## src/tile_loader_params.svh

```systemverilog
`ifndef TILE_LOADER_PARAMS_SVH
`define TILE_LOADER_PARAMS_SVH

// Tile geometry
`define TILE_DIM 32
`define ROW_W 5

// One tile row per DMA beat
`define BEAT_W 256
`define BEAT_BYTES 32

// Host side
`define ADDR_W 32
`define DIM_W 16

`endif

```

## src/tile_loader_pkg.sv

```systemverilog
`include "tile_loader_params.svh"

package tile_loader_pkg;

    typedef enum logic {
        OPERAND_A = 1'b0,
        OPERAND_B = 1'b1
    } operand_e;

    // Job as accepted by the decode stage
    typedef struct packed {
        logic [`ADDR_W-1:0] base_a;
        logic [`ADDR_W-1:0] base_b;
        logic [`DIM_W-1:0]  m;
        logic [`DIM_W-1:0]  n;
        logic               mode_a;   // 0 row layout, 1 column layout
        logic               mode_b;
        logic [`DIM_W-1:0]  m_tiles;
        logic [`DIM_W-1:0]  n_tiles;
    } job_t;

endpackage

```

## src/job_if.sv

```systemverilog
`timescale 1ns/10ps

interface job_if;

    tile_loader_pkg::job_t job;   // Stable from go until next go
    logic                  go;

    modport decode (
        output job,
        output go
    );

    modport seq (
        input job,
        input go
    );

    modport mask (
        input job,
        input go
    );

endinterface

```

## src/tile_if.sv

```systemverilog
`timescale 1ns/10ps
`include "tile_loader_params.svh"

interface tile_if;

    logic                       beat;   // Accepted DMA beat
    tile_loader_pkg::operand_e  sel;
    logic [`ROW_W-1:0]          row;
    logic [`DIM_W-1:0]          base;   // First element of the tile
    logic                       last;   // Final beat of the job

    modport seq (
        output beat, sel, row, base, last
    );

    modport mask (
        input beat, sel, row, base, last
    );

endinterface

```

## src/job_decode.sv

```systemverilog
`timescale 1ns/10ps
`include "tile_loader_params.svh"

module job_decode (
    input  logic               clk,
    input  logic               rstn,
    input  logic               start,
    input  logic [`ADDR_W-1:0] addr_base_a,
    input  logic [`ADDR_W-1:0] addr_base_b,
    input  logic [`DIM_W-1:0]  m,
    input  logic [`DIM_W-1:0]  n,
    input  logic               mode_a,
    input  logic               mode_b,
    input  logic               busy,
    output logic               job_error,
    job_if.decode              job
);

    logic              accept;
    logic              dims_ok;
    logic [`DIM_W-1:0] m_tiles;
    logic [`DIM_W-1:0] n_tiles;

    assign accept  = start && !busy;   // Start while busy is dropped
    assign dims_ok = (m != '0) && (n != '0);

    // Ceiling division by the tile size
    assign m_tiles = (m >> `ROW_W) + `DIM_W'(|m[`ROW_W-1:0]);
    assign n_tiles = (n >> `ROW_W) + `DIM_W'(|n[`ROW_W-1:0]);

    always_ff @(posedge clk) begin
        if (!rstn) begin
            job.go    <= 1'b0;
            job_error <= 1'b0;
        end else begin
            job.go    <= accept && dims_ok;
            job_error <= accept && !dims_ok;
        end
    end

    always_ff @(posedge clk) begin
        if (accept && dims_ok) begin
            job.job <= '{
                base_a:  addr_base_a,
                base_b:  addr_base_b,
                m:       m,
                n:       n,
                mode_a:  mode_a,
                mode_b:  mode_b,
                m_tiles: m_tiles,
                n_tiles: n_tiles
            };
        end
    end

    a_no_go_with_error: assert property (
        @(posedge clk) disable iff (!rstn)
        !(job.go && job_error)
    );

endmodule

```

## src/tile_sequencer.sv

```systemverilog
`timescale 1ns/10ps
`include "tile_loader_params.svh"

module tile_sequencer (
    input  logic               clk,
    input  logic               rstn,
    input  logic               dma_valid,
    output logic               dma_req,
    output logic [`ADDR_W-1:0] dma_addr,
    output logic               busy,
    output logic               done,
    job_if.seq                 job,
    tile_if.seq                tile
);

    typedef enum logic [2:0] {
        IDLE,
        REQ_A,
        LOAD_A,
        REQ_B,
        LOAD_B
    } state_e;

    state_e            state;
    logic [`DIM_W-1:0] m_idx;
    logic [`DIM_W-1:0] n_idx;
    logic [`ROW_W-1:0] beat_cnt;
    logic              in_load;
    logic              b_side;
    logic              beat;
    logic              tile_end;
    logic              last_m;
    logic              last_n;
    logic              last_beat;
    logic [`DIM_W-1:0] cur_idx;

    assign in_load  = (state == LOAD_A) || (state == LOAD_B);
    assign b_side   = (state == REQ_B) || (state == LOAD_B);
    assign beat     = dma_valid && in_load;
    assign tile_end = beat && (beat_cnt == `ROW_W'(`TILE_DIM - 1));
    assign last_m   = (m_idx == job.job.m_tiles - 1'b1);
    assign last_n   = (n_idx == job.job.n_tiles - 1'b1);
    assign last_beat = tile_end && (state == LOAD_B) && last_m && last_n;

    // A walks m tiles, B walks n tiles
    assign cur_idx = b_side ? n_idx : m_idx;

    always_ff @(posedge clk) begin
        if (!rstn) begin
            state    <= IDLE;
            m_idx    <= '0;
            n_idx    <= '0;
            beat_cnt <= '0;
            done     <= 1'b0;
        end else begin
            done <= last_beat;
            if (beat) begin
                beat_cnt <= beat_cnt + 1'b1;   // Wraps at tile end
            end
            case (state)
                IDLE: begin
                    if (job.go) begin
                        m_idx    <= '0;
                        n_idx    <= '0;
                        beat_cnt <= '0;
                        state    <= REQ_A;
                    end
                end
                REQ_A:  state <= LOAD_A;
                LOAD_A: begin
                    if (tile_end) begin
                        state <= REQ_B;
                    end
                end
                REQ_B:  state <= LOAD_B;
                LOAD_B: begin
                    if (tile_end) begin
                        if (!last_n) begin
                            n_idx <= n_idx + 1'b1;
                            state <= REQ_A;
                        end else begin
                            n_idx <= '0;   // Inner loop wraps
                            if (last_m) begin
                                state <= IDLE;
                            end else begin
                                m_idx <= m_idx + 1'b1;
                                state <= REQ_A;
                            end
                        end
                    end
                end
                default: state <= IDLE;
            endcase
        end
    end

    assign dma_req  = (state == REQ_A) || (state == REQ_B);
    assign dma_addr = (b_side ? job.job.base_b : job.job.base_a)
                    + `ADDR_W'(cur_idx) * `ADDR_W'(`TILE_DIM * `BEAT_BYTES);

    // Covers the go cycle and the done cycle
    assign busy = (state != IDLE) || job.go || done;

    assign tile.beat = beat;
    assign tile.sel  = b_side ? tile_loader_pkg::OPERAND_B : tile_loader_pkg::OPERAND_A;
    assign tile.row  = beat_cnt;
    assign tile.base = `DIM_W'(cur_idx * `TILE_DIM);
    assign tile.last = last_beat;

    a_valid_in_load: assert property (
        @(posedge clk) disable iff (!rstn)
        dma_valid |-> in_load
    );

    a_no_req_in_load: assert property (
        @(posedge clk) disable iff (!rstn)
        dma_req |-> !in_load
    );

endmodule

```

## src/edge_mask.sv

```systemverilog
`timescale 1ns/10ps
`include "tile_loader_params.svh"

module edge_mask (
    input  logic                      clk,
    input  logic                      rstn,
    input  logic [`BEAT_W-1:0]        dma_data,
    output logic                      buf_wr,
    output tile_loader_pkg::operand_e buf_sel,
    output logic [`ROW_W-1:0]         buf_row,
    output logic [`BEAT_W-1:0]        buf_data,
    job_if.mask                       job,
    tile_if.mask                      tile
);

    logic [`DIM_W-1:0] limit;
    logic              mode;
    logic [`DIM_W:0]   row_pos;
    logic [`BEAT_W-1:0] masked;

    assign limit   = (tile.sel == tile_loader_pkg::OPERAND_B) ? job.job.n : job.job.m;
    assign mode    = (tile.sel == tile_loader_pkg::OPERAND_B) ? job.job.mode_b
                                                              : job.job.mode_a;
    assign row_pos = {1'b0, tile.base} + (`DIM_W+1)'(tile.row);

    always_comb begin
        masked = dma_data;
        if (mode) begin
            // Lane j is element base + j in column layout
            for (int j = 0; j < `BEAT_BYTES; j++) begin
                if (({1'b0, tile.base} + (`DIM_W+1)'(j)) >= {1'b0, limit}) begin
                    masked[8*j +: 8] = 8'h00;
                end
            end
        end else if (row_pos >= {1'b0, limit}) begin
            masked = '0;   // Whole row past the edge
        end
    end

    always_ff @(posedge clk) begin
        if (!rstn) begin
            buf_wr <= 1'b0;
        end else begin
            buf_wr <= tile.beat;
        end
    end

    always_ff @(posedge clk) begin
        if (tile.beat) begin
            buf_sel  <= tile.sel;
            buf_row  <= tile.row;
            buf_data <= masked;
        end
    end

    a_no_wr_after_reset: assert property (
        @(posedge clk)
        !rstn |=> !buf_wr
    );

endmodule

```

## src/tile_loader_top.sv

```systemverilog
`timescale 1ns/10ps
`include "tile_loader_params.svh"

module tile_loader_top (
    input  logic                      clk,
    input  logic                      rstn,
    input  logic                      start,
    input  logic [`ADDR_W-1:0]        addr_base_a,
    input  logic [`ADDR_W-1:0]        addr_base_b,
    input  logic [`DIM_W-1:0]         m,
    input  logic [`DIM_W-1:0]         n,
    input  logic                      mode_a,
    input  logic                      mode_b,
    output logic                      busy,
    output logic                      job_error,
    output logic                      done,
    output logic                      dma_req,
    output logic [`ADDR_W-1:0]        dma_addr,
    input  logic                      dma_valid,
    input  logic [`BEAT_W-1:0]        dma_data,
    output logic                      buf_wr,
    output tile_loader_pkg::operand_e buf_sel,
    output logic [`ROW_W-1:0]         buf_row,
    output logic [`BEAT_W-1:0]        buf_data
);

    job_if  job_bus ();
    tile_if tile_bus ();

    job_decode u_decode (
        .clk         (clk),
        .rstn        (rstn),
        .start       (start),
        .addr_base_a (addr_base_a),
        .addr_base_b (addr_base_b),
        .m           (m),
        .n           (n),
        .mode_a      (mode_a),
        .mode_b      (mode_b),
        .busy        (busy),
        .job_error   (job_error),
        .job         (job_bus.decode)
    );

    tile_sequencer u_seq (
        .clk       (clk),
        .rstn      (rstn),
        .dma_valid (dma_valid),
        .dma_req   (dma_req),
        .dma_addr  (dma_addr),
        .busy      (busy),
        .done      (done),
        .job       (job_bus.seq),
        .tile      (tile_bus.seq)
    );

    edge_mask u_mask (
        .clk      (clk),
        .rstn     (rstn),
        .dma_data (dma_data),
        .buf_wr   (buf_wr),
        .buf_sel  (buf_sel),
        .buf_row  (buf_row),
        .buf_data (buf_data),
        .job      (job_bus.mask),
        .tile     (tile_bus.mask)
    );

endmodule

```

## config.mk

```make
export PLATFORM = sky130hd
export DESIGN_NAME = tile_loader_top
export DESIGN_NICKNAME = d
export VERILOG_FILES = /design/src/tile_loader_pkg.sv /design/src/job_if.sv /design/src/tile_if.sv /design/src/job_decode.sv /design/src/tile_sequencer.sv /design/src/edge_mask.sv /design/src/tile_loader_top.sv
export VERILOG_INCLUDE_DIRS = /design/src
export SDC_FILE = /design/constraint.sdc
export NUM_CORES = 1
export LEC_CHECK = 0
export BUFFER_PORTS_ARGS = -buffer_cell sky130_fd_sc_hd__buf_4
export CAP_MARGIN = 15
export CORE_AREA = 2 2 254 256
export DETAILED_ROUTE_END_ITERATION = 6
export DIE_AREA = 0 0 256 258
export PLACE_DENSITY = 0.56
export SYNTH_ARGS = -nofsm -noshare
export SYNTH_HDL_FRONTEND = slang
export SYNTH_SLANG_ARGS = --single-unit
```

## constraint.sdc

```tcl
create_clock -name clk -period 29.2 [get_ports clk]
set_clock_uncertainty 0.15 [all_clocks]
set_input_delay 5.84 -clock clk [delete_from_list [all_inputs] [get_ports clk]]
set_output_delay 5.84 -clock clk [all_outputs]
set_load 0.03 [all_outputs]
```

# Word level (Yosys, flattened, before mapping)

Index checks and enable logic that the tools add are counted.
W data, S select, Z words.

Add/subtract/negate cells: 40
Multiplexer cells: 56
Equal/unequal tests: 12
Order comparisons: 33
Reduce and logical (&&, ||, !) cells: 26

Operator list:

| kind                    | number |
|---|---|
| $ge A17 B16 Y1          | 32 |
| $mux W256               | 2 |
| $add A16 B5 Y17 const B | 16 |
| $mux W8                 | 32 |
| $add A16 B4 Y17 const B | 8 |
| $mux W16                | 8 |
| $add A16 B3 Y17 const B | 4 |
| $pmux W16 S2            | 2 |
| $add A16 B2 Y17 const B | 2 |
| $add A16 B1 Y16 const B | 2 |
| $add A32 B26 Y32        | 1 |
| $eq A16 B16 Y1          | 2 |
| $mux W32                | 1 |
| $reduce_bool A16 Y1     | 2 |
| $sub A16 B1 Y16 const B | 2 |
| $add A11 B1 Y12         | 2 |
| $add A16 B1 Y17 const B | 1 |
| $add A16 B5 Y17         | 1 |
| $ge A16 B16 Y1          | 1 |
| $mux W5                 | 3 |
| $pmux W3 S5             | 1 |
| $mux W3                 | 4 |
| $reduce_or A5 Y1        | 2 |
| $logic_and A1 B1 Y1     | 9 |
| 15 further kinds        | 27 |

Flip-flop bits (word level): 436
Input port bits: 358
Output and inout port bits: 299
Logic and storage cells: 186

# Longest topological paths before layout

Word-level depth: 7
Depth in mapped cells: 18
Depth with buffers taken out: 13

# Modules after synthesis

From an unflattened synthesis, not the netlist that was laid out.

Cells, all modules: 3486
Area total of the unflattened synthesis: 34674.5 um2

By module, submodules not included:

| module         | seq. area each (um2) | times used | cells an instance | area each (um2) |
|---|---|---|---|---|
| edge_mask      | 7887.6               | 1          | 2691              | 25812.3 |
| tile_sequencer | 820.8                | 1          | 588               | 4600.7 |
| job_decode     | 3703.6               | 1          | 207               | 4261.6 |

# Least setup slack after synthesis

No wires, ideal clock.

Kind: in2reg
Start point: input port dma_valid
End point: register u_seq.beat_cnt[3] (netlist: u_seq.tile.row[3])
Path buffers: 0
Arrival time: 26.731 ns
Stages: 4
Data required time: 28.984 ns
Library setup time: 0.066 ns
Path slack: 2.253 ns
Cells stage by stage: nor3b_1 -> nand4_1 -> xor2_1 -> nor2_1

Cells in the longest elaborated chain, start to end: 4

RTL lines:

| element                 | line                  | RTL |
|---|---|---|
| start: declaration      | tile_loader_top.sv:19 | `input logic dma_valid,` |
| $logic_and A1 B1 Y1 (*) | tile_sequencer.sv:39  | `assign beat = dma_valid && in_load;` |
| $mux W5 (*)             | tile_sequencer.sv:57  | `if (beat) begin` |
| $mux W5                 | tile_sequencer.sv:62  | `if (job.go) begin` |
| $mux W5 (*)             | tile_sequencer.sv:60  | `case (state)` |
| end signal: assignment  | tile_sequencer.sv:58  | `beat_cnt <= beat_cnt + 1'b1;` |
| end: declaration        | tile_sequencer.sv:27  | `` logic [`ROW_W-1:0] beat_cnt; `` |

Every way passes the cells marked *; elsewhere a longest branch is shown, timed or not.
A chain may end at the register's enable or synchronous reset.

# Final worst setup path

Start point: register u_seq.state[2]
End point: output port dma_addr[26]

Cells in the longest elaborated chain, start to end: 4
Elaborated cells on any way between the ends: 6
Those cells by class: add/sub: 1; eq/ne: 2; mux: 2; reduce/logical: 1

RTL lines:

| element                                             | line                                       | RTL |
|---|---|---|
| start: declaration                                  | tile_sequencer.sv:24                       | `state_e state;` |
| start signal: assignment                            | tile_sequencer.sv:50                       | `state <= IDLE;` |
| start signal: assignment                            | tile_sequencer.sv:66                       | `state <= REQ_A;` |
| start signal: assignment                            | tile_sequencer.sv:69                       | `REQ_A: state <= LOAD_A;` |
| $eq A3 B2 Y1 / $eq A3 B3 Y1 (equally long branches) | tile_sequencer.sv:38                       | `assign b_side = (state == REQ_B) \|\| (state == LOAD_B);` |
| $logic_or A1 B1 Y1 (*)                              | tile_sequencer.sv:38                       |  |
| $mux W32 / $mux W16 (equally long branches)         | tile_sequencer.sv:98, tile_sequencer.sv:46 |  |
| $add A32 B26 Y32 (*)                                | tile_sequencer.sv:98                       | `assign dma_addr = (b_side ? job.job.base_b : job.job.base_a)` |
| end: declaration                                    | tile_loader_top.sv:18                      | `` output logic [`ADDR_W-1:0] dma_addr, `` |

Marked as above.

==> summary.json <==
{
  "routing": {
    "final_routed_drc_violation_total": 0,
    "drt_first_iter_violations": 1247,
    "detail_route.wirelength_mm": 73.7,
    "dr.pass1.iters": 5,
    "drtAntennaViolNets": 0,
    "vias": 14800,
    "drt-wirelength-per-cell_um": 24.4,
    "vias_per_cell": 4.91
  },
  "finish": {
    "area_growth_syn_to_layout_pct": 39.4,
    "post_layout_nonfiller_instances": 3018,
    "layout.cells.most_common": "sky130_fd_sc_hd__buf_4",
    "final_cell_mix": "sky130_fd_sc_hd__buf_4, sky130_fd_sc_hd__edfxtp_1, sky130_fd_sc_hd__a21boi_0, sky130_fd_sc_hd__nor2_1, sky130_fd_sc_hd__o21ai_0",
    "final_core_utilization_pct": 42.7,
    "fraction_of_final_layout_cells_with_drive_strength_greater_than_1_pct": 38.3,
    "number_of_fillers_in_the_final_layout": 5952,
    "fin_nets": 2518
  },
  "sta": {
    "period_needed_ns": 11.70,
    "tightestPinTransition_ns": 1.33,
    "unrepaired_setup_endpoints_after_global_routing": "false",
    "report.final.setup_viol": 0,
    "achievable-frequency_mhz": 85.5,
    "summed_negative_setup_slack_over_all_endpoints_ns": 0,
    "final_critical_path_setup_slack_ns": 17.50,
    "final.period_utilization_pct": 40.1,
    "timing.slew.headroom_pct": 11.6,
    "finalHoldViolations": 0,
    "slew_viol_final": 0
  },
  "cts": {
    "worst_setup_hold_path_clk_slew_ns": 0.07,
    "cts_htree_levels": 2,
    "clock_sinks": 428,
    "cts_tree": "done",
    "tritoncts.num_buffers": 51,
    "cts.hold.buffers_added": 0,
    "worst_skew_pair.late_latency_ns": 0.61,
    "cts_post_setup_buffers_inserted": 0,
    "cts.repair.resized": 0,
    "cts_max_path_buffers": 3,
    "ctsRootBufferMaster": "sky130_fd_sc_hd__clkbuf_16"
  },
  "worst_hold_path": {
    "hold_class": "reg2reg",
    "worstHoldPathCells": 0,
    "min_from": "u_seq.tile.row[1]$_SDFF_PN0_",
    "worst_hold_path.endpoint": "u_mask.buf_row[1]$_DFFE_PP_"
  },
  "place": {
    "routabilityCongestion": 0.924,
    "post-place-ws_ns": 18.10,
    "place_inst": 2916,
    "dpl.hpwl_mm": 57.7,
    "port_buffers": 656
  },
  "synthesis": {
    "synth-async-reset-ratio_pct": 0,
    "synth_enable_flop_cells": 384,
    "synthesis_warning_total": 0,
    "yosys.cell_types.count": 74,
    "syn-cell-area_um2": 19500,
    "ys_seq_elements": 428,
    "postSynthCellCount": 1452,
    "yosysSeqAreaShare_pct": 63.7,
    "yosys_most_used_dff": "sky130_fd_sc_hd__edfxtp_1",
    "postSynthNetCount": 1854,
    "syn_avg_cell_area_um2": 13.4
  },
  "power_and_ir_drop": {
    "p_leak_nw": 10.5,
    "vdd_drop_max_mv": 0.0401,
    "pwr_density_cell_nw_per_um2": 57.4
  },
  "status": {
    "outcome": "complete, no violations"
  },
  "flow_run": {
    "max_cap_violations": 0
  },
  "floorplanning": {
    "total_core_area_um2": 63600,
    "die_height_um": 258,
    "num_rows": 93,
    "design.die.area_um2": 66000,
    "die_w_um": 256,
    "top_level_ports": 657,
    "initial_utilization_pct": 30.6
  },
  "worst_setup_path": {
    "r2r_setup_slack_ns": 22.85,
    "critPathSlowestCell": "sky130_fd_sc_hd__buf_4",
    "reg2regPathDepth": 13,
    "setup_crit_start_kind": "register",
    "cp.buffers_inverters": 2,
    "cp_slowest_stage_delay_ns": 0.74,
    "category_of_the_most_critical_setup_path": "reg2out",
    "cp_data_arrival_time_ns": 5.71,
    "worst-endpoint-required_ns": 23.21,
    "cp_common_cell": "sky130_fd_sc_hd__a21oi_1",
    "critical_path.top_delay_family": "compound AO/OA/AOI/OAI gates",
    "critical_path.max_fanout": 73,
    "crit_path_cell_chain": "or3b_2 > nand2_4 > buf_4 > mux2_2 > ha_1 > fa_1 > a21o_1 > a21oi_1 > o21ai_0 > a21oi_1 > o211ai_1 > a31o_2 > a21oi_1 > xor2_1 > buf_4",
    "r2r_end": "u_mask.buf_data[194]$_DFFE_PP_",
    "timing.critical_path.to_type": "primary output",
    "regToRegStartpoint": "u_seq.state[2]$_SDFFE_PN0P_"
  },
  "global_route": {
    "grt_max_degree": 204,
    "first_global_vias": 14800,
    "gr-usage-all-layers_pct": 21.5,
    "global_route_wire_length_before_repair_mm": 104,
    "initial_antenna_violation_count": 23,
    "grt_residual_overflow": 0
  }
}
## layout make-up
type                    instances  area (um^2)  share of cell area (%)
clock buffers                  56         1290                    4.77
clock inverters                37          405                    1.49
multi-input cells             930         6770                    24.9
diodes                          7         17.5                  0.0645
repair buffers                680         5110                    18.8
inverters                      25         93.8                   0.345
flip-flops and latches        428        12400                    45.7
well taps                     855         1070                    3.94
## worst register-to-register path, delay by kind of cell (launching register included)
family / cells / cell delay, ns
DFF: 1 / 0.59
muxes: 1 / 0.53
buffers and inverters: 3 / 1.93
AOI/OAI and AO/OA: 6 / 1.66
and+or+nand+nor: 2 / 0.79
adders and majority gates: 1 / 0.36
## power by group
group	switching, mW	leakage [nW]	internal (mW)
Clock	0.268	0.826	0.383
Combinational	0.115	5.75	0.0795
Sequential	0.0130	3.91	0.703
## worst max-delay path by stage
stage	slack, ns	cells after the start	start	end
after global placement	18.16	15	u_seq.state[2]$_SDFFE_PN0P_	dma_addr[26]
after CTS	17.44	15	u_seq.state[2]$_SDFFE_PN0P_	dma_addr[26]
after global routing	17.18	15	u_seq.state[2]$_SDFFE_PN0P_	dma_addr[26]
after floorplan	2.25	4	dma_valid	u_seq.tile.row[3]$_SDFF_PN0_
final	17.50	15	u_seq.state[2]$_SDFFE_PN0P_	dma_addr[26]
after detailed placement	18.10	15	u_seq.state[2]$_SDFFE_PN0P_	dma_addr[26]
## metrics by stage
stage,instance area (um^2),total power [mW],hold WS (ns)
global route,27200,1.62,0.380
detailed placement,25400,0.922,0.367
floorplan,19500,0.833,0.314
finish,27200,1.56,0.370
CTS,27100,1.58,0.363
global placement,25400,0.920,0.374
## cells by family after synthesis
| group | count (synthesis) | share of synthesized area (%) |
|---|---|---|
| AO/OA/AOI/OAI | 434 | 15.7 |
| flip-flops | 428 | 63.7 |
| AND/OR/NAND/NOR | 298 | 8.10 |
| buffers and inverters | 94 | 1.89 |
| XOR/XNOR | 85 | 3.97 |
| multiplexers | 69 | 3.81 |
| adder cells (fa/ha/maj) | 44 | 2.86 |
## routing by layer
layer	GRT usage, %	up-vias	part of all wire, %
li1	-	6897	-
met1	26.7	7153	40
met2	35.9	646	48
met3	7.58	106	9.4
met4	5.02	24	1.9
met5	0	-	0.20
## cell usage after synthesis, types with 35 or more instances
| library cell | number | share of area, % |
|---|---|---|
| sky130_fd_sc_hd__a21boi_0 | 256 | 9.9 |
| sky130_fd_sc_hd__a21oi_1 | 43 | 1.1 |
| sky130_fd_sc_hd__clkbuf_1 | 61 | 1.2 |
| sky130_fd_sc_hd__dfxtp_1 | 44 | 4.5 |
| sky130_fd_sc_hd__edfxtp_1 | 384 | 59 |
| sky130_fd_sc_hd__ha_1 | 43 | 2.8 |
| sky130_fd_sc_hd__mux2_2 | 41 | 2.4 |
| sky130_fd_sc_hd__nand2_1 | 53 | 1.0 |
| sky130_fd_sc_hd__nor2_1 | 77 | 1.5 |
| sky130_fd_sc_hd__o21ai_0 | 58 | 1.5 |
| sky130_fd_sc_hd__xnor2_1 | 48 | 2.2 |
| sky130_fd_sc_hd__xor2_1 | 35 | 1.6 |
## registers in the layout, indices dropped and copies added, names as in the netlist
signal	cells
u_mask.buf_sel	1
u_seq.n_idx	16
u_mask.buf_row	5
u_mask.buf_wr	1
u_decode.job.job	122
u_seq.tile.row	5
u_decode.job_error	1
u_seq.done	1
u_seq.state	3
u_seq.m_idx	16
u_decode.job.go	1
u_mask.buf_data	256
(Power assumes the default switching activity.)
